[config.mk]
export PLATFORM = sky130hd
export DESIGN_NAME = histCtrl
export DESIGN_NICKNAME = d
export VERILOG_FILES = /design/src/sifhPkg.sv /design/src/histCtrl.sv
export SDC_FILE = /design/constraint.sdc
export NUM_CORES = 1
export LEC_CHECK = 0
export BUFFER_PORTS_ARGS = -buffer_cell sky130_fd_sc_hd__buf_2
export CORE_MARGIN = 2
export CORE_UTILIZATION = 40
export DETAILED_ROUTE_END_ITERATION = 7
export HOLD_SLACK_MARGIN = 0.12
export PLACE_DENSITY_LB_ADDON = 0.1
export SLEW_MARGIN = 20
export SYNTH_ARGS = -nofsm -noshare
export SYNTH_HDL_FRONTEND = slang
export SYNTH_SLANG_ARGS = --single-unit
export TNS_END_PERCENT = 1
[constraint.sdc]
create_clock -name clk -period 6.16 [get_ports clk]
set_input_delay 0.308 -clock clk [delete_from_list [all_inputs] [get_ports clk]]
set_output_delay 0.308 -clock clk [all_outputs]
set_load 0.01 [all_outputs]
[src/sifhPkg.sv]
package sifhPkg;

    // pixel and timestamp geometry
    localparam int pixelBits = 2;
    localparam int pixelNum = 1 << pixelBits;
    localparam int sampleBits = 12;
    localparam int binBits = 6;    // top bits of the timestamp
    localparam int binNum = 1 << binBits;

    // histogram memory, addressed as {pixel, bin}
    localparam int ramAddrBits = pixelBits + binBits;
    localparam int ramDepth = 1 << ramAddrBits;
    localparam int countBits = 16;    // saturating
    localparam int frameLenBits = 16;

    // host register map, byte offsets
    localparam int axiAddrBits = 11;
    localparam logic [axiAddrBits-1:0] regCtrl = 11'h000;
    localparam logic [axiAddrBits-1:0] regFrameLen = 11'h004;
    localparam logic [axiAddrBits-1:0] regStatus = 11'h008;
    localparam logic [axiAddrBits-1:0] regPeakBase = 11'h010;    // one word per pixel
    localparam logic [axiAddrBits-1:0] regHistBase = 11'h400;    // one word per RAM entry

    typedef enum logic [2:0] {
        IDLE,
        CLEAR,    // zero every RAM entry
        ACCUM,    // count incoming samples
        DRAIN,    // last write of the pipeline
        SCAN,     // sweep RAM into the peak finder
        DONE
    } ctrlState_t;

endpackage
[src/histCtrl.sv]
`timescale 1ns/1ps

module histCtrl (
    input  logic                               clk,
    input  logic                               res,
    input  logic                               start,
    input  logic [sifhPkg::frameLenBits-1:0]   frameLen,
    input  logic                               sampleValid,
    input  logic [sifhPkg::pixelBits-1:0]      samplePixel,
    input  logic [sifhPkg::sampleBits-1:0]     sampleTime,
    output logic                               sampleReady,
    input  logic                               histRdReq,
    input  logic [sifhPkg::ramAddrBits-1:0]    histRdAddr,
    output logic                               histRdAck,
    output logic [sifhPkg::countBits-1:0]      histRdData,
    output logic                               busy,
    output logic                               done,
    output logic                               wrEn,
    output logic [sifhPkg::ramAddrBits-1:0]    wrAddr,
    output logic [sifhPkg::countBits-1:0]      wrData,
    output logic                               rdEn,
    output logic [sifhPkg::ramAddrBits-1:0]    rdAddr,
    input  logic [sifhPkg::countBits-1:0]      rdData,
    output logic                               scanClear,
    output logic                               scanValid,
    output logic [sifhPkg::ramAddrBits-1:0]    scanAddr,
    output logic [sifhPkg::countBits-1:0]      scanCount
);

    sifhPkg::ctrlState_t state, nextState;

    logic [sifhPkg::ramAddrBits:0] cnt;    // clear and scan sweep, msb ends the scan
    logic [sifhPkg::frameLenBits-1:0] acceptCnt;
    logic [sifhPkg::ramAddrBits-1:0] sampleAddr;
    logic accept, lastTake, hostOk, hostPend;
    logic pipeValid, fwdHit;
    logic [sifhPkg::ramAddrBits-1:0] pipeAddr;
    logic [sifhPkg::countBits-1:0] lastData, accumSrc, accumData;

    assign sampleAddr = {samplePixel, sampleTime[sifhPkg::sampleBits-1 -: sifhPkg::binBits]};
    assign sampleReady = (state == sifhPkg::ACCUM) && (acceptCnt < frameLen);
    assign accept = sampleValid && sampleReady;
    assign lastTake = (acceptCnt == frameLen) || (accept && acceptCnt + 1'b1 == frameLen);
    assign hostOk = (state == sifhPkg::IDLE) || (state == sifhPkg::DONE);

    assign busy = !hostOk;
    assign done = (state == sifhPkg::DONE);

    always_comb begin
        nextState = state;
        case (state)
            sifhPkg::IDLE, sifhPkg::DONE: if (start) nextState = sifhPkg::CLEAR;
            sifhPkg::CLEAR: if (cnt[sifhPkg::ramAddrBits-1:0] == '1) nextState = sifhPkg::ACCUM;
            sifhPkg::ACCUM: if (lastTake) nextState = sifhPkg::DRAIN;
            sifhPkg::DRAIN: nextState = sifhPkg::SCAN;
            sifhPkg::SCAN: if (cnt[sifhPkg::ramAddrBits]) nextState = sifhPkg::DONE;
            default: nextState = sifhPkg::IDLE;
        endcase
    end

    // counting pipeline, forwarding the word still being written
    assign accumSrc = fwdHit ? lastData : rdData;
    assign accumData = (accumSrc == '1) ? accumSrc : accumSrc + 1'b1;    // saturate

    assign wrEn = (state == sifhPkg::CLEAR) || pipeValid;
    assign wrAddr = (state == sifhPkg::CLEAR) ? cnt[sifhPkg::ramAddrBits-1:0] : pipeAddr;
    assign wrData = (state == sifhPkg::CLEAR) ? '0 : accumData;

    // one read port shared by samples, scan and host
    always_comb begin
        case (state)
            sifhPkg::ACCUM: rdAddr = sampleAddr;
            sifhPkg::SCAN: rdAddr = cnt[sifhPkg::ramAddrBits-1:0];
            default: rdAddr = histRdAddr;
        endcase
    end
    assign rdEn = accept || (state == sifhPkg::SCAN && !cnt[sifhPkg::ramAddrBits])
        || (histRdReq && hostOk);

    assign histRdAck = hostPend || (histRdReq && !hostOk);    // zero word at once when busy
    assign histRdData = hostPend ? rdData : '0;

    assign scanClear = (state == sifhPkg::DRAIN);
    assign scanCount = rdData;

    always_ff @(posedge clk or negedge res) begin
        if (!res) begin
            state <= sifhPkg::IDLE;
            cnt <= '0;
            acceptCnt <= '0;
            pipeValid <= 1'b0;
            fwdHit <= 1'b0;
            hostPend <= 1'b0;
            scanValid <= 1'b0;
        end else begin
            state <= nextState;
            if (state == sifhPkg::CLEAR || state == sifhPkg::SCAN) begin
                cnt <= cnt + 1'b1;
            end else begin
                cnt <= '0;
            end
            if (state != sifhPkg::ACCUM) begin
                acceptCnt <= '0;
            end else if (accept) begin
                acceptCnt <= acceptCnt + 1'b1;
            end
            pipeValid <= accept;
            fwdHit <= accept && pipeValid && (pipeAddr == sampleAddr);    // same bin back to back
            hostPend <= histRdReq && hostOk;
            scanValid <= (state == sifhPkg::SCAN) && !cnt[sifhPkg::ramAddrBits];
        end
    end

    always_ff @(posedge clk) begin
        if (accept) begin
            pipeAddr <= sampleAddr;
        end
        if (pipeValid) begin
            lastData <= accumData;
        end
        scanAddr <= cnt[sifhPkg::ramAddrBits-1:0];    // scan data lags its read by one cycle
    end

    assert property (@(posedge clk) disable iff (!res) sampleReady |-> state == sifhPkg::ACCUM);
    assert property (@(posedge clk) disable iff (!res)
        state == sifhPkg::CLEAR |-> wrEn && wrData == '0);
    assert property (@(posedge clk) disable iff (!res) state == sifhPkg::CLEAR |-> !rdEn);

endmodule

==> impl_metrics.py <==
metrics = {
    "critical_path": {
        "cp_max_fo": 18,
        "crit_buf_inv": 2,
        "startpoint_type": "flop",
        "critical-path-max-stage-delay_ps": 800,
        "cp_top_family": "compound AO/OA/AOI/OAI gates",
        "path_cells": "buf_4 > mux2_2 > ha_1 > a21bo_1 > nor3_1 > a2111oi_0 > xnor2_1 > nor2b_1 > buf_2",
        "required_ps": 5850,
        "reg2reg_depth": 7,
        "critical_path_depth": 9,
        "critical_path_arrival_ps": 3530,
        "cp_slowest_cell": "dfrtp_1",
        "crit_type": "reg -> out",
        "rrSetupSlack_ps": 2920,
        "end_kind": "primary output",
    },
    "global_route": {
        "grt_pass1_vias": 4064,
        "grt_use_total_pct": 19.33,
        "overflow": 0,
        "grt_first_pass_wirelength_um": 19800,
        "antenna_found_initial": 0,
        "grt_max_degree": 33,
    },
    "timing": {
        "post-route-period-util_pct": 62.34,
        "setup_viol": 0,
        "fin_ws_ps": 2320,
        "fin_crit_ps": 3840,
        "fmax_mhz": 260.4,
        "maxSlewHeadroom_pct": 40.41,
        "finalHoldViolCount": 0,
        "fin_setup_tns_ps": 0,
        "holdWs_ps": 203.1,
        "worst_slew_pin_slew_ps": 893.8,
        "slew_violations": 0,
        "rsz0062_at_grt": "false",
        "fin_skew_ps": 5.943,
    },
    "job": {
        "drv_cap": 0,
    },
    "cts": {
        "h-tree-depth": 3,
        "cts.sinks": 64,
        "cts_setup_buffers": 0,
        "cts_buffers": 9,
        "cts-root-buf": "clkbuf_16",
        "cts_resized": 0,
        "postCtsHoldBufs": 1,
        "worstSkewPairLatency_ps": 330,
        "clkTransAtPathRegs_ps": 60,
        "cts_max_path_buffers": 2,
        "cts_tree": "yes",
    },
    "synthesis": {
        "synth_top_area_share_pct": 16.62,
        "ys_warn_count": 0,
        "ys_types": 59,
        "synth.avg_cell_area_um2": 9.248,
        "synth-seq-cells": 64,
        "synth_top_area_cell": "dfrtp_1",
        "yosysSeqAreaShare_pct": 34.90,
        "async_flop_share_pct": 50.00,
        "ys.flop_type": "dfrtp_1",
        "synth-edff-count": 24,
        "synthCells": 521,
        "syn_area_um2": 4818,
        "synthTopCellsByArea": "dfrtp_1 17%, edfxtp_1 15%, xnor2_1 5.6%",
        "synth_nets": 599,
    },
    "floorplan": {
        "rows": 40,
        "die_y_um": 113.8,
        "start_util_pct": 40.62,
        "pin_count": 139,
        "core_um2": 11860,
        "die_area_um2": 12940,
        "die_w_um": 113.8,
    },
    "run_status": {
        "status": "completed",
    },
    "pwr": {
        "total_power_w": 0.001484,
        "p_leak_nw": 2.527,
        "vdd_drop_max_mv": 0.1622,
        "p_per_area_nw_per_um2": 256.2,
    },
    "min_path": {
        "holdCritPathClass": "in -> reg",
        "hold_depth": 1,
    },
    "route": {
        "drcViolationCount": 0,
        "drt_pass1_iterations": 5,
        "drtIter0Drc": 194,
        "drt_wl_total_um": 12500,
        "viasPerCell": 5.503,
        "drtAntennaViolNets": 0,
        "num_vias": 4303,
        "wl_per_cell_um": 15.99,
    },
    "cells_and_area": {
        "final_util_pct": 48.85,
        "fillerInstances": 1180,
        "num_antenna_cells": 0,
        "areaGrowthSynthToFinish_pct": 20.25,
        "layout-drive-gt1-share_pct": 27.09,
        "finalNetCount": 708,
    },
    "place": {
        "numPortBuffers": 132,
        "place_ws_ps": 2676,
        "hpwl_um": 9282,
        "globalplace.congestion": 0.7962,
    },
}
-- layout make-up --
type / instances / area, um2 / area share, %
Multi-Input combinational cell: 391 / 2814 / 48.56
Sequential cell: 64 / 1682 / 29.02
Timing Repair Buffer: 137 / 700.7 / 12.09
Clock buffer: 10 / 229.0 / 3.952
Tap cell: 147 / 183.9 / 3.174
Inverter: 27 / 101.3 / 1.749
Clock inverter: 6 / 83.83 / 1.447
-- cells in the mapped netlist (13+ instances only) --
cell and count:
edfxtp_1 24, mux2_2 13, and2_1 17, mux2i_1 26
nor2_1 30, inv_1 25, ha_1 19, nand3_1 21
xor2_1 14, xnor2_1 31, a21oi_1 27, nor2b_1 17
dfrtp_1 32, o22ai_1 17, buf_4 17, nand2_1 22
nand4_1 14
-- per-stage QoR --
stage / cells / area, um2
floorplan: 521 / 4818
global placement: 765 / 5472
detailed placement: 765 / 5472
CTS: 782 / 5794
global route: 782 / 5794
finish: 782 / 5794
-- cell families after synthesis --
| kind of cell | count (synthesis) | share of synthesized area (%) |
|---|---|---|
| fa+ha+maj | 19 | 4.934 |
| compound gates | 109 | 15.30 |
| buf+inv | 66 | 6.803 |
| simple gates | 169 | 19.11 |
| flops | 64 | 34.90 |
| mux | 49 | 10.78 |
| xor+xnor | 45 | 8.180 |
-- where the power goes --
part	total, W	switching (W)	internal (W)
registers	0.000503	0.0000360	0.000467
clock network	0.000541	0.000189	0.000352
logic	0.000440	0.000247	0.000194
-- worst paths after layout --
kind                                    start       endpoint
worst max-delay path                   fwdHit     wrData[11]
worst min-delay path            sampleTime[9]    pipeAddr[3]
worst max register to register       state[1]  acceptCnt[14]
worst min register to register         cnt[1]    scanAddr[1]
max in group asynchronous                 res         cnt[4]
min in group asynchronous                 res  acceptCnt[15]
-- cell usage in the layout (no fill, tap or decap), types with 4 or more instances in the layout --
| cell | synthesis | layout |
|---|---|---|
| a21o_1 | 6 | 6 |
| a21oi_1 | 27 | 27 |
| a22o_1 | 6 | 6 |
| and2_1 | 17 | 17 |
| and3_1 | 7 | 7 |
| buf_2 | 7 | 132 |
| buf_4 | 17 | 4 |
| clkbuf_16 | 0 | 9 |
| dfrtp_1 | 32 | 32 |
| dfxtp_1 | 8 | 8 |
| edfxtp_1 | 24 | 24 |
| ha_1 | 19 | 19 |
| inv_1 | 25 | 25 |
| mux2_1 | 10 | 10 |
| mux2_2 | 13 | 13 |
| mux2i_1 | 26 | 26 |
| nand2_1 | 22 | 22 |
| nand2b_1 | 6 | 6 |
| nand3_1 | 21 | 21 |
| nand3b_1 | 5 | 5 |
| nand4_1 | 14 | 14 |
| nor2_1 | 30 | 30 |
| nor2b_1 | 17 | 17 |
| nor3_1 | 9 | 9 |
| nor4_1 | 7 | 7 |
| o211ai_1 | 4 | 4 |
| o21ai_0 | 7 | 7 |
| o21ai_1 | 10 | 10 |
| o22a_1 | 8 | 8 |
| o22ai_1 | 17 | 17 |
| or3_1 | 4 | 4 |
| xnor2_1 | 31 | 31 |
| xor2_1 | 14 | 14 |
-- sequential cells by signal (all words and copies together) (netlist names) --
name	cells
fwdHit	1
pipeAddr	8
scanAddr	8
hostPend	1
cnt	9
scanValid	1
state	3
acceptCnt	16
lastData	16
pipeValid	1
-- per-layer routing --
layer | GRT usage (%) | wire (um) | up-vias
met1 | 26.01 | 5815 | 2057
met4 | 6.423 | 189 | 0
met3 | 2.391 | 503 | 16
li1 | - | - | 2103
met2 | 32.42 | 5997 | 127
met5 | 0 | 0 | -
(Power assumes the default switching activity.)
