--- config.mk ---
export PLATFORM = sky130hd
export DESIGN_NAME = peakFinder
export DESIGN_NICKNAME = d
export VERILOG_FILES = /design/src/sifhPkg.sv /design/src/peakFinder.sv
export SDC_FILE = /design/constraint.sdc
export NUM_CORES = 1
export LEC_CHECK = 0
export ABC_AREA = 1
export ABC_CLOCK_PERIOD_IN_PS = 5200
export BUFFER_PORTS_ARGS = -buffer_cell sky130_fd_sc_hd__buf_2
export CELL_PAD_IN_SITES_DETAIL_PLACEMENT = 1
export CELL_PAD_IN_SITES_GLOBAL_PLACEMENT = 2
export CORE_MARGIN = 2
export CORE_UTILIZATION = 33
export DETAILED_ROUTE_END_ITERATION = 6
export PLACE_DENSITY = 0.93
export SLEW_MARGIN = 20
export SYNTH_ARGS = -nofsm -noshare
export SYNTH_HDL_FRONTEND = slang
export SYNTH_SLANG_ARGS = --single-unit
--- constraint.sdc ---
create_clock -name clk -period 5.2 [get_ports clk]
set_input_delay 0.26 -clock clk [delete_from_list [all_inputs] [get_ports clk]]
set_output_delay 0.26 -clock clk [all_outputs]
set_load 0.03 [all_outputs]
--- src/sifhPkg.sv ---
package sifhPkg;

    // pixel and timestamp geometry
    localparam int pixelBits = 2;
    localparam int pixelNum = 1 << pixelBits;
    localparam int sampleBits = 12;
    localparam int binBits = 6;    // top bits of the timestamp
    localparam int binNum = 1 << binBits;

    // histogram memory, addressed as {pixel, bin}
    localparam int ramAddrBits = pixelBits + binBits;
    localparam int ramDepth = 1 << ramAddrBits;
    localparam int countBits = 16;    // saturating
    localparam int frameLenBits = 16;

    // host register map, byte offsets
    localparam int axiAddrBits = 11;
    localparam logic [axiAddrBits-1:0] regCtrl = 11'h000;
    localparam logic [axiAddrBits-1:0] regFrameLen = 11'h004;
    localparam logic [axiAddrBits-1:0] regStatus = 11'h008;
    localparam logic [axiAddrBits-1:0] regPeakBase = 11'h010;    // one word per pixel
    localparam logic [axiAddrBits-1:0] regHistBase = 11'h400;    // one word per RAM entry

    typedef enum logic [2:0] {
        IDLE,
        CLEAR,    // zero every RAM entry
        ACCUM,    // count incoming samples
        DRAIN,    // last write of the pipeline
        SCAN,     // sweep RAM into the peak finder
        DONE
    } ctrlState_t;

endpackage
--- src/peakFinder.sv ---
`timescale 1ns/1ps

module peakFinder (
    input  logic                                               clk,
    input  logic                                               res,
    input  logic                                               scanClear,
    input  logic                                               scanValid,
    input  logic [sifhPkg::ramAddrBits-1:0]                    scanAddr,
    input  logic [sifhPkg::countBits-1:0]                      scanCount,
    output logic [sifhPkg::pixelNum*sifhPkg::binBits-1:0]      peakBin,
    output logic [sifhPkg::pixelNum*sifhPkg::countBits-1:0]    peakCount
);

    logic [sifhPkg::countBits-1:0] maxCount [sifhPkg::pixelNum];
    logic [sifhPkg::binBits-1:0] maxBin [sifhPkg::pixelNum];
    logic [sifhPkg::pixelBits-1:0] scanPixel;
    logic [sifhPkg::binBits-1:0] scanBin;

    assign scanPixel = scanAddr[sifhPkg::ramAddrBits-1:sifhPkg::binBits];
    assign scanBin = scanAddr[sifhPkg::binBits-1:0];

    always_ff @(posedge clk or negedge res) begin
        if (!res) begin
            for (int i = 0; i < sifhPkg::pixelNum; i++) begin
                maxCount[i] <= '0;
                maxBin[i] <= '0;
            end
        end else if (scanClear) begin
            for (int i = 0; i < sifhPkg::pixelNum; i++) begin
                maxCount[i] <= '0;
                maxBin[i] <= '0;
            end
        end else if (scanValid && scanCount > maxCount[scanPixel]) begin
            // strictly greater, so a tie keeps the earlier bin
            maxCount[scanPixel] <= scanCount;
            maxBin[scanPixel] <= scanBin;
        end
    end

    // flatten for the register block, pixel 0 in the low slice
    for (genvar p = 0; p < sifhPkg::pixelNum; p++) begin : genFlat
        assign peakBin[p*sifhPkg::binBits +: sifhPkg::binBits] = maxBin[p];
        assign peakCount[p*sifhPkg::countBits +: sifhPkg::countBits] = maxCount[p];
    end

endmodule

==> results of run 1 <==
[routing by layer]
layer / up-vias / global-route usage (%) / wire length [um]
met5: - / 0 / 0
met4: 0 / 8.693 / 416
met3: 27 / 5.028 / 1054
met2: 188 / 36.62 / 7700
met1: 2228 / 29.84 / 7039
li1: 2005 / - / -
[Yosys cell counts (all sizes together) (6+ instances only)]
library cell  count
inv              35
nand2           158
nor2             28
buf              28
a21oi             6
ha               16
dfrtp            88
a221oi           15
nand3           138
clkbuf            7
a22o             15
[layout make-up]
type	instances	share of cell area [%]
clock buffers	10	4.199
multi-input cells	381	36.23
inverters	36	2.478
clock inverters	5	1.056
repair buffers	122	11.61
flip-flops and latches	88	40.39
well taps	176	4.039
[stage by stage]
stage	hold slack [ns]	area (um2)	utilization, %	setup WS, ns
after floorplan	-0.03559	4538	-	2.916
after global placement	0.2613	5156	38.63	1.649
after detailed placement	0.2639	5156	38.63	1.552
after CTS	0.2642	5453	40.85	1.897
after global routing	0.3008	5453	40.85	1.560
final	0.2821	5453	40.85	1.857
[power groups by stage]
| stage | logic [W] | registers, W | clock network [W] |
|---|---|---|---|
| 2_1_floorplan | 0.000121 | 0.000792 | 0 |
| 3_3_place_gp | 0.000256 | 0.000746 | 0 |
| 3_5_place_dp | 0.000262 | 0.000747 | 0 |
| 4_1_cts | 0.000265 | 0.000735 | 0.000661 |
| 5_1_grt | 0.000287 | 0.000738 | 0.000689 |
| 6_report | 0.000263 | 0.000736 | 0.000651 |
[worst max-delay path by stage]
stage                     start                        end  slack (ns)  cells past startpoint
finish              scanAddr[6]  peakCount[45]$_DFFE_PN0P_        1.86                     17
global route        scanAddr[6]    peakBin[17]$_DFFE_PN0P_        1.56                     16
CTS                 scanAddr[6]  peakCount[45]$_DFFE_PN0P_        1.90                     18
detailed placement  scanAddr[6]    peakBin[12]$_DFFE_PN0P_        1.55                     18
global placement    scanAddr[6]  peakCount[47]$_DFFE_PN0P_        1.65                     16
floorplan           scanAddr[6]  peakCount[48]$_DFFE_PN0P_        2.92                     14
[flip-flops by register name (all words and copies together) (netlist names)]
| name | cells |
|---|---|
| peakBin | 24 |
| peakCount | 64 |
[logic make-up after synthesis]
group	synth area share, %
compound gates	7.224
fa+ha+maj	4.411
buf+inv	7.940
flops	48.52
simple gates	31.90
[repair_timing]
| action | in CTS | in global routing |
|---|---|---|
| endpoints found under the setup margin | 0 | 0 |
| hold endpoints to repair | 36 | 0 |
| hold buffers | 1 | 0 |
[placed cells by master, fill, tap and decap left out, types with 6 or more instances in the layout]
cell type	n
nand3_1	134
buf_2	114
ha_1	16
a221oi_1	15
dfrtp_1	88
clkbuf_16	9
inv_1	31
a22o_1	15
a21oi_1	6
nor2_1	26
nand2_1	154
buf_4	7
[worst register-to-register path, stage by stage, from the launching register on]
cell and delay, ns:
dfrtp_1 0.40, a22o_1 0.28, a221oi_1 0.29, ha_1 0.31, nand2_1 0.09, nor2_1 0.07
nand4_1 0.09, o21a_4 0.19, nand3_2 0.46, inv_1 0.51, nand2_1 0.11, nand2_1 0.09
==> results.ini, run 1 <==
[synth]
synth_seq_area_share_pct = 48.52
synth_ff_type = dfrtp_1
synth_seq_cells = 88
synth.area.top_cells = dfrtp_1 49%, nand3_1 15%, nand2_1 13%
synth_top_area_share_pct = 48.52
synth_edf_count = 0
synth_largest_area_cell = dfrtp_1
synth.distinct_cells = 26
async_flop_share_pct = 100.0
syn_nets = 584
synth_cells = 540
yosysWarningCount = 0
synth.cell_area_um2 = 4538
synth.avg_cell_area_um2 = 8.404

[cts]
cts.reportedPaths.clkPinSlew_ns = 0.07
post_cts_buffers = 0
cts_buffer_depth = 2
clkSinkCount = 88
cts_resized = 0
clk_latency_ns = 0.34
cts_inserted_buffers = 9
cts_tree = done
clockRootBuffer = clkbuf_16
htreeDepth = 3

[setup_path]
endpoint_kind = flop
critical_path_class = input pin to flop
crit_family = simple AND/OR/NAND/NOR gates
cp_common_cell = nand2_1
reg2regPathDepth = 11
cpMaxStageDelayCell = nor2_2
reg2reg_to = peakCount[45]$_DFFE_PN0P_
slowest_delay_ns = 0.56
critPathRequiredTime_ns = 5.48
crit_path_max_fanout = 23
cp.arrival_ns = 3.62
r2r_setup_slack_ns = 2.27
crit_chain = buf_2, inv_1, nor2_2, buf_4, a22o_1, a221oi_1, ha_1, nand2_1, nor2_1, nand2_1, clkinv_1, nand2_2, nand2_4, nand3_2, inv_1, nand2_1, nand2_1
r2r_start = peakCount[7]$_DFFE_PN0P_
setup.worst_path.start_class = input pin
crit_buf_inv = 5

[floorplanning]
die_w_um = 121.3
dieArea_um2 = 14710
die_h_um = 121.3
io-pin-count = 116
core.rowCount = 42
coreArea_um2 = 13350
initial_core_util_pct = 34.00

[place]
dp.cells = 802
gp_congestion = 0.8622
place_hpwl_mm = 11.16
portBuffers = 115

[global_routing]
grt_pass1_vias = 4672
grt_max_degree = 53
overflow = 0
grt_antenna_before_repair = 0
grt_usage_pct = 22.72
grt_pass1_wl_mm = 25.59

[run]
cap_violations = 0

[drt]
routedWlPerCell_um = 19.82
drtPass1Iterations = 5
drc = 0
vias = 4448
wl_mm = 16.21
avgViaCountPerCell = 5.438
ant_nets = 0
drt_iter0_drc = 335

[sta]
finalCriticalPeriod_ns = 3.343
fin_skew_ns = 0.006963
relSlewSlack_pct = 48.18
fmax_mhz = 299.1
min_period_over_period_pct = 64.30
timing.final.max_slew_violations = 0
finalHoldViolCount = 0
tightestPinTransition_ns = 0.7765
rsz0062_at_grt = false
setup_viol = 0
tns_ns = 0

[power_and_ir_drop]
pwr-share-seq_pct = 44.6
sw_frac_of_total_pct = 30.29
p_int_w = 0.001150
p_comb_share_pct = 15.9
ir_drop_mv = 0.1887
pwr_density_cell_nw_per_um2 = 302.5
switchingPower_w = 0.0004997
p_leak_nw = 3.203
power_w = 0.001650
p_clk_share_pct = 39.5

[cells_and_area]
register_area_um2 = 2202
drive_above_1_share_pct = 23.36
fill_cells = 1645
diodes = 0
fin_nets = 682
multi_input_area_um2 = 1976
layoutNonFillerInstCount = 818
syn_to_final_growth_pct = 20.15

[run_status]
status = completed

[min_path]
whs_endpoint = peakBin[10]$_DFFE_PN0P_
hp-class = input pin to flop
hold_depth = 5
min-delay-start = scanAddr[4]

Note: power is estimated with default switching activity, not from simulation.
==> run 2: changes to the inputs <==
ABC_CLOCK_PERIOD_IN_PS = 3200   (was 5200)
CORE_UTILIZATION = 31   (was 33)
PLACE_DENSITY = 0.88   (was 0.93)
clock period = 3.2 ns   (was 5.2 ns; I/O delays follow)
==> results.ini, run 2 (synthesis results as in run 1) <==
[run_status]
status = completed  ; unchanged

[drt]
wl_mm = 15.66  ; was 16.21 mm
drt_iter0_drc = 345  ; was 335
drtPass1Iterations = 4  ; was 5
ant_nets = 0  ; unchanged
vias = 4322  ; was 4,448
avgViaCountPerCell = 5.176  ; was 5.438
routedWlPerCell_um = 18.76  ; was 19.82 um
drc = 0  ; unchanged

[sta]
setup_ws_ns = 0.5099  ; was 1.857 ns
tns_ns = 0  ; unchanged
timing.final.max_slew_violations = 0  ; unchanged
min_period_over_period_pct = 84.07
fmax_mhz = 371.7
finalHoldViolCount = 0  ; unchanged
tightestPinTransition_ns = 0.9240  ; was 0.7765 ns
rsz0062_at_grt = false  ; unchanged
finalCriticalPeriod_ns = 2.690
hold_ws_ns = 0.1583  ; was 0.2821 ns
relSlewSlack_pct = 38.40  ; was 48.18%
setup_viol = 0  ; unchanged
fin_skew_ns = 0.006044  ; was 0.006963 ns

[power_and_ir_drop]
p_clk_share_pct = 41.3  ; was 39.5%
sw_frac_of_total_pct = 28.42  ; was 30.29%
p_int_w = 0.001980  ; was 0.001150 W
p_leak_nw = 3.258  ; was 3.203 nW
pwr-share-seq_pct = 43.1  ; was 44.6%
ir_drop_mv = 0.2190  ; was 0.1887 mV
pwr_density_cell_nw_per_um2 = 496.0  ; was 302.5 nW/um2
switchingPower_w = 0.0007859  ; was 0.0004997 W
p_comb_share_pct = 15.6  ; was 15.9%
power_w = 0.002766  ; was 0.001650 W

[cells_and_area]
syn_to_final_growth_pct = 22.88  ; was 20.15%
register_area_um2 = 2202  ; unchanged
mostFrequentLayoutCell = nand2_1  ; unchanged
fin_nets = 690  ; was 682
drive_above_1_share_pct = 24.12  ; was 23.36%
largest_reg_flops = 64  ; unchanged
diodes = 0  ; unchanged
layout_common_cells = 154 x nand2_1, 134 x nand3_1, 114 x buf_2  ; unchanged
multi_input_area_um2 = 1976  ; unchanged
fill_cells = 1773  ; was 1,645

[setup_path]
reg2regPathDepth = 13  ; was 11
reg2reg_to = peakBin[14]$_DFFE_PN0P_  ; was peakCount[45]$_DFFE_PN0P_
r2r_setup_slack_ns = 0.51  ; was 2.27 ns
r2r_start = peakCount[14]$_DFFE_PN0P_  ; was peakCount[7]$_DFFE_PN0P_
cp.arrival_ns = 2.98  ; was 3.62 ns
critical_path_class = flop to flop  ; was input pin to flop
setup.worst_path.start_class = flop  ; was input pin
critPathRequiredTime_ns = 3.49  ; was 5.48 ns
cpMaxStageDelayCell = dfrtp_1  ; was nor2_2
crit_chain = a22o_1, a221oi_1, ha_1, nand2_1, nor2_1, nand2_1, clkinv_1, nand2_2, nand2_4, nand3_2, inv_1, nand2_1, nand2_1  ; was buf_2, inv_1, nor2_2, buf_4, a22o_1, a221oi_1, ha_1, nand2_1, nor2_1, nand2_1, clkinv_1, nand2_2, nand2_4, nand3_2, inv_1, nand2_1, nand2_1
crit_buf_inv = 2  ; was 5
cp_common_cell = nand2_1  ; unchanged
endpoint_kind = flop  ; unchanged
crit_path_max_fanout = 11  ; was 23
crit_family = simple AND/OR/NAND/NOR gates  ; unchanged
slowest_delay_ns = 0.43  ; was 0.56 ns

[min_path]
hp-class = input pin to flop  ; unchanged
hold_depth = 5  ; unchanged
min-delay-start = scanAddr[5]  ; was scanAddr[4]
whs_endpoint = peakBin[17]$_DFFE_PN0P_  ; was peakBin[10]$_DFFE_PN0P_

[cts]
cts_buffer_depth = 2  ; unchanged
clockRootBuffer = clkbuf_16  ; unchanged
cts_inserted_buffers = 9  ; unchanged
cts_tree = done  ; unchanged
clk_latency_ns = 0.35  ; was 0.34 ns
htreeDepth = 3  ; unchanged
cts.reportedPaths.clkPinSlew_ns = 0.06  ; was 0.07 ns
clkSinkCount = 88  ; unchanged
post_cts_buffers = 0  ; unchanged

[global_routing]
grt_pass1_wl_mm = 25.22  ; was 25.59 mm
overflow = 0  ; unchanged
grt_usage_pct = 20.53  ; was 22.72%
grt_antenna_before_repair = 0  ; unchanged
grt_pass1_vias = 4507  ; was 4,672
grt_max_degree = 70  ; was 53

[floorplanning]
core.rowCount = 44  ; was 42
io-pin-count = 116  ; unchanged
coreArea_um2 = 14420  ; was 13,350 um2
dieArea_um2 = 15620  ; was 14,710 um2
die_w_um = 125.0  ; was 121.3 um
initial_core_util_pct = 31.46  ; was 34.00%
die_h_um = 125.0  ; was 121.3 um

[place]
portBuffers = 115  ; unchanged
place_hpwl_mm = 11.07  ; was 11.16 mm
post-place-ws_ns = 0.2728  ; was 1.552 ns
gp_congestion = 0.8483  ; was 0.8622

[run]
cap_violations = 0  ; unchanged

-- run 2: changes by cell type in the layout (fill, tap and decap cells not counted) --
cell,change
clkinv_2,-1
clkbuf_8,+1
inv_6,-1
buf_12,+2
clkinv_4,-1
bufinv_16,+1
buf_4,+6
clkbuf_1,+2
-- run 2: worst max path at each step --
stage          cells after the start  slack (ns)                      start                   endpoint
2_1_floorplan                     12        0.93  peakCount[11]$_DFFE_PN0P_  peakCount[48]$_DFFE_PN0P_
3_3_place_gp                      16        0.42                scanAddr[6]    peakBin[12]$_DFFE_PN0P_
3_5_place_dp                      16        0.27                scanAddr[6]    peakBin[16]$_DFFE_PN0P_
4_1_cts                           13        0.45  peakCount[14]$_DFFE_PN0P_    peakBin[16]$_DFFE_PN0P_
5_1_grt                           13        0.28  peakCount[14]$_DFFE_PN0P_    peakBin[16]$_DFFE_PN0P_
6_report                          13        0.51  peakCount[14]$_DFFE_PN0P_    peakBin[14]$_DFFE_PN0P_
-- run 2: per-stage QoR --
step / instances / cell area [um2] / utilization (%)
5_1_grt: 835 / 5577 / 38.66
3_5_place_dp: 818 / 5251 / 36.41
6_report: 835 / 5577 / 38.66
3_3_place_gp: 818 / 5251 / 36.41
4_1_cts: 835 / 5577 / 38.66
2_1_floorplan: 540 / 4538 / -
-- run 2: final cells by class --
cell class / instances / area share, %
Sequential cell: 88 / 39.49
Clock buffer: 13 / 4.487
Clock inverter: 3 / 1.167
Tap cell: 184 / 4.128
Timing Repair Buffer: 130 / 12.88
Inverter: 36 / 2.423
Multi-Input combinational cell: 381 / 35.43
-- run 2: power by group through the flow --
stage	Sequential (W)	Clock (W)	Combinational, W
3_3_place_gp	0.00121	0	0.000424
4_1_cts	0.00119	0.00117	0.000439
3_5_place_dp	0.00121	0	0.000436
2_1_floorplan	0.00129	0	0.000197
6_report	0.00119	0.00114	0.000432
5_1_grt	0.00120	0.00122	0.000477
-- run 2: repair_timing --
item,in CTS,in global routing
endpoints found under the setup margin,0,0
hold endpoints to repair,67,0
gates resized for setup,0,0
hold buffers,1,0
-- run 2: per-layer routing --
metal  GRT usage, %  vias to the layer above  share of wire [%]
li1               -                     2021                  -
met1          27.40                     2154                 44
met2          32.61                      137                 47
met3          7.018                       10                7.4
met4          4.379                        0               0.77
met5              0                        -                  0
-- run 2: worst reg2reg max path, cell delays in order, from the launching register on --
cell and delay, ns:
dfrtp_1 0.43, a22o_1 0.26, a221oi_1 0.24, ha_1 0.19
nand2_1 0.06, nor2_1 0.18, nand2_1 0.13, clkinv_1 0.07
nand2_2 0.07, nand2_4 0.10, nand3_2 0.24, inv_1 0.43
nand2_1 0.12, nand2_1 0.09
==> run 3: changes to the inputs <==
ABC_CLOCK_PERIOD_IN_PS = 2700   (was 3200)
clock period = 2.7 ns   (was 3.2 ns; I/O delays follow)
==> results.ini, run 3 (synthesis results as in run 1) <==
[place]
place_hpwl_mm = 10.90  ; was 11.07 mm
dp.cells = 823  ; was 818
gp_congestion = 0.8363  ; was 0.8483
portBuffers = 115  ; unchanged
post-place-ws_ns = -0.02084  ; was 0.2728 ns

[setup_path]
crit_chain = a22o_1, a221oi_1, ha_1, a21oi_1, o21ai_0, a21oi_1, nand2_4, nand3_2, inv_1, nand2_1, nand2_1  ; was a22o_1, a221oi_1, ha_1, nand2_1, nor2_1, nand2_1, clkinv_1, nand2_2, nand2_4, nand3_2, inv_1, nand2_1, nand2_1
endpoint_kind = flop  ; unchanged
crit_path_max_fanout = 11  ; unchanged
slowest_delay_ns = 0.41  ; was 0.43 ns
critPathRequiredTime_ns = 2.94  ; was 3.49 ns
crit_buf_inv = 1  ; was 2
cpMaxStageDelayCell = dfrtp_1  ; unchanged
critical_path_class = flop to flop  ; unchanged
setup.worst_path.start_class = flop  ; unchanged
crit_family = compound AO/OA/AOI/OAI gates  ; was simple AND/OR/NAND/NOR gates
startpoint = peakCount[13]$_DFFE_PN0P_  ; was peakCount[14]$_DFFE_PN0P_
cp.arrival_ns = 2.74  ; was 2.98 ns
r2r_start = peakCount[13]$_DFFE_PN0P_  ; was peakCount[14]$_DFFE_PN0P_

[global_routing]
grt_max_degree = 73  ; was 70
grt_pass1_vias = 4647  ; was 4,507
grt_pass1_wl_mm = 25.63  ; was 25.22 mm
grt_usage_pct = 20.41  ; was 20.53%
overflow = 0  ; unchanged
grt_antenna_before_repair = 0  ; unchanged

[floorplanning]
core.rowCount = 44  ; unchanged
dieArea_um2 = 15620  ; unchanged
io-pin-count = 116  ; unchanged
coreArea_um2 = 14420  ; unchanged
die_w_um = 125.0  ; unchanged
die_h_um = 125.0  ; unchanged
initial_core_util_pct = 31.46  ; unchanged

[cells_and_area]
fill_cells = 1765  ; was 1,773
layout_common_cells = 154 x nand2_1, 134 x nand3_1, 114 x buf_2  ; unchanged
final_util_pct = 39.51  ; was 38.66%
syn_to_final_growth_pct = 25.59  ; was 22.88%
diodes = 0  ; unchanged
drive_above_1_share_pct = 25.42  ; was 24.12%
fin_nets = 696  ; was 690
largest_reg_flops = 64  ; unchanged
mostFrequentLayoutCell = nand2_1  ; unchanged
layoutNonFillerInstCount = 841  ; was 835

[run]
cap_violations = 0  ; unchanged

[drt]
vias = 4358  ; was 4,322
drt_iter0_drc = 313  ; was 345
wl_mm = 15.66  ; about the same
drc = 0  ; unchanged
ant_nets = 0  ; unchanged
routedWlPerCell_um = 18.62  ; was 18.76 um
drtPass1Iterations = 4  ; unchanged
avgViaCountPerCell = 5.182  ; was 5.176

[sta]
fmax_mhz = 398.7  ; was 371.7 MHz
setup_ws_ns = 0.1922  ; was 0.5099 ns
min_period_over_period_pct = 92.88  ; was 84.07%
hold_ws_ns = 0.1293  ; was 0.1583 ns
tightestPinTransition_ns = 0.7867  ; was 0.9240 ns
tns_ns = 0  ; unchanged
fin_skew_ns = 0.007652  ; was 0.006044 ns
finalHoldViolCount = 0  ; unchanged
relSlewSlack_pct = 47.56  ; was 38.40%
timing.final.max_slew_violations = 0  ; unchanged
rsz0062_at_grt = true  ; was false
setup_viol = 0  ; unchanged
finalCriticalPeriod_ns = 2.508  ; was 2.690 ns

[cts]
clkSinkCount = 88  ; unchanged
clk_latency_ns = 0.34  ; was 0.35 ns
cts.reportedPaths.clkPinSlew_ns = 0.07  ; was 0.06 ns
cts_tree = done  ; unchanged
cts_inserted_buffers = 9  ; unchanged
clockRootBuffer = clkbuf_16  ; unchanged
cts_buffer_depth = 2  ; unchanged
htreeDepth = 3  ; unchanged

[power_and_ir_drop]
ir_drop_mv = 0.2930  ; was 0.2190 mV
pwr_density_cell_nw_per_um2 = 585.6  ; was 496.0 nW/um2
p_leak_nw = 3.300  ; was 3.258 nW

[min_path]
min-delay-start = scanAddr[4]  ; was scanAddr[5]
hp-class = input pin to flop  ; unchanged

[run_status]
status = completed  ; unchanged

run 3: routing by layer:
metal | share of wire, % | wire (um) | track usage (%)
met1 | 45 | 7081 | 28.10
met2 | 46 | 7262 | 32.74
met3 | 6.9 | 1085 | 4.621
met4 | 1.5 | 230 | 5.229
met5 | 0 | 0 | 0
run 3: path summary, 6_finish.rpt:
check,depth (start not counted),to,slack (ns)
max,11,peakBin[19]$_DFFE_PN0P_,0.19
max reg2reg,11,peakBin[19]$_DFFE_PN0P_,0.19
min reg2reg,2,peakBin[12]$_DFFE_PN0P_,0.51
max in group asynchronous,3,peakBin[6]$_DFFE_PN0P_,1.63
min in group asynchronous,2,peakCount[40]$_DFFE_PN0P_,0.42
min,5,peakBin[22]$_DFFE_PN0P_,0.13
run 3: repair_timing:
action / in CTS / in global routing
hold buffers: 1 / 0
setup buffers: 0 / 1
setup endpoints to repair: 0 / 58
gates resized for setup: 0 / 2
endpoints found under the hold margin: 56 / 0
run 3: through the flow:
stage	instance area, um2	power, W
after floorplan	4538	0.001758
after global placement	5326	0.001950
after detailed placement	5326	0.001966
after CTS	5667	0.003367
after global routing	5699	0.003465
final	5699	0.003337
run 3: worst register-to-register path: stages (launching register included):
cell	delay, ns
dfrtp_1	0.41
a22o_1	0.24
a221oi_1	0.23
ha_1	0.30
a21oi_1	0.14
o21ai_0	0.14
a21oi_1	0.24
nand2_4	0.12
nand3_2	0.12
inv_1	0.24
nand2_1	0.14
nand2_1	0.06
run 3: layout make-up:
cell class	instances	area, um2	area share, %
well taps	184	230.2	4.040
inverters	36	138.9	2.437
repair buffers	136	813.3	14.27
multi-input cells	381	1984	34.82
flip-flops and latches	88	2202	38.64
clock buffers	10	239.0	4.193
clock inverters	6	91.34	1.603
run 3: where the power goes:
part | switching, W | internal (W)
registers | 0.0000446 | 0.00137
logic | 0.000378 | 0.000156
clock network | 0.000550 | 0.000842
total | 0.000973 | 0.00236
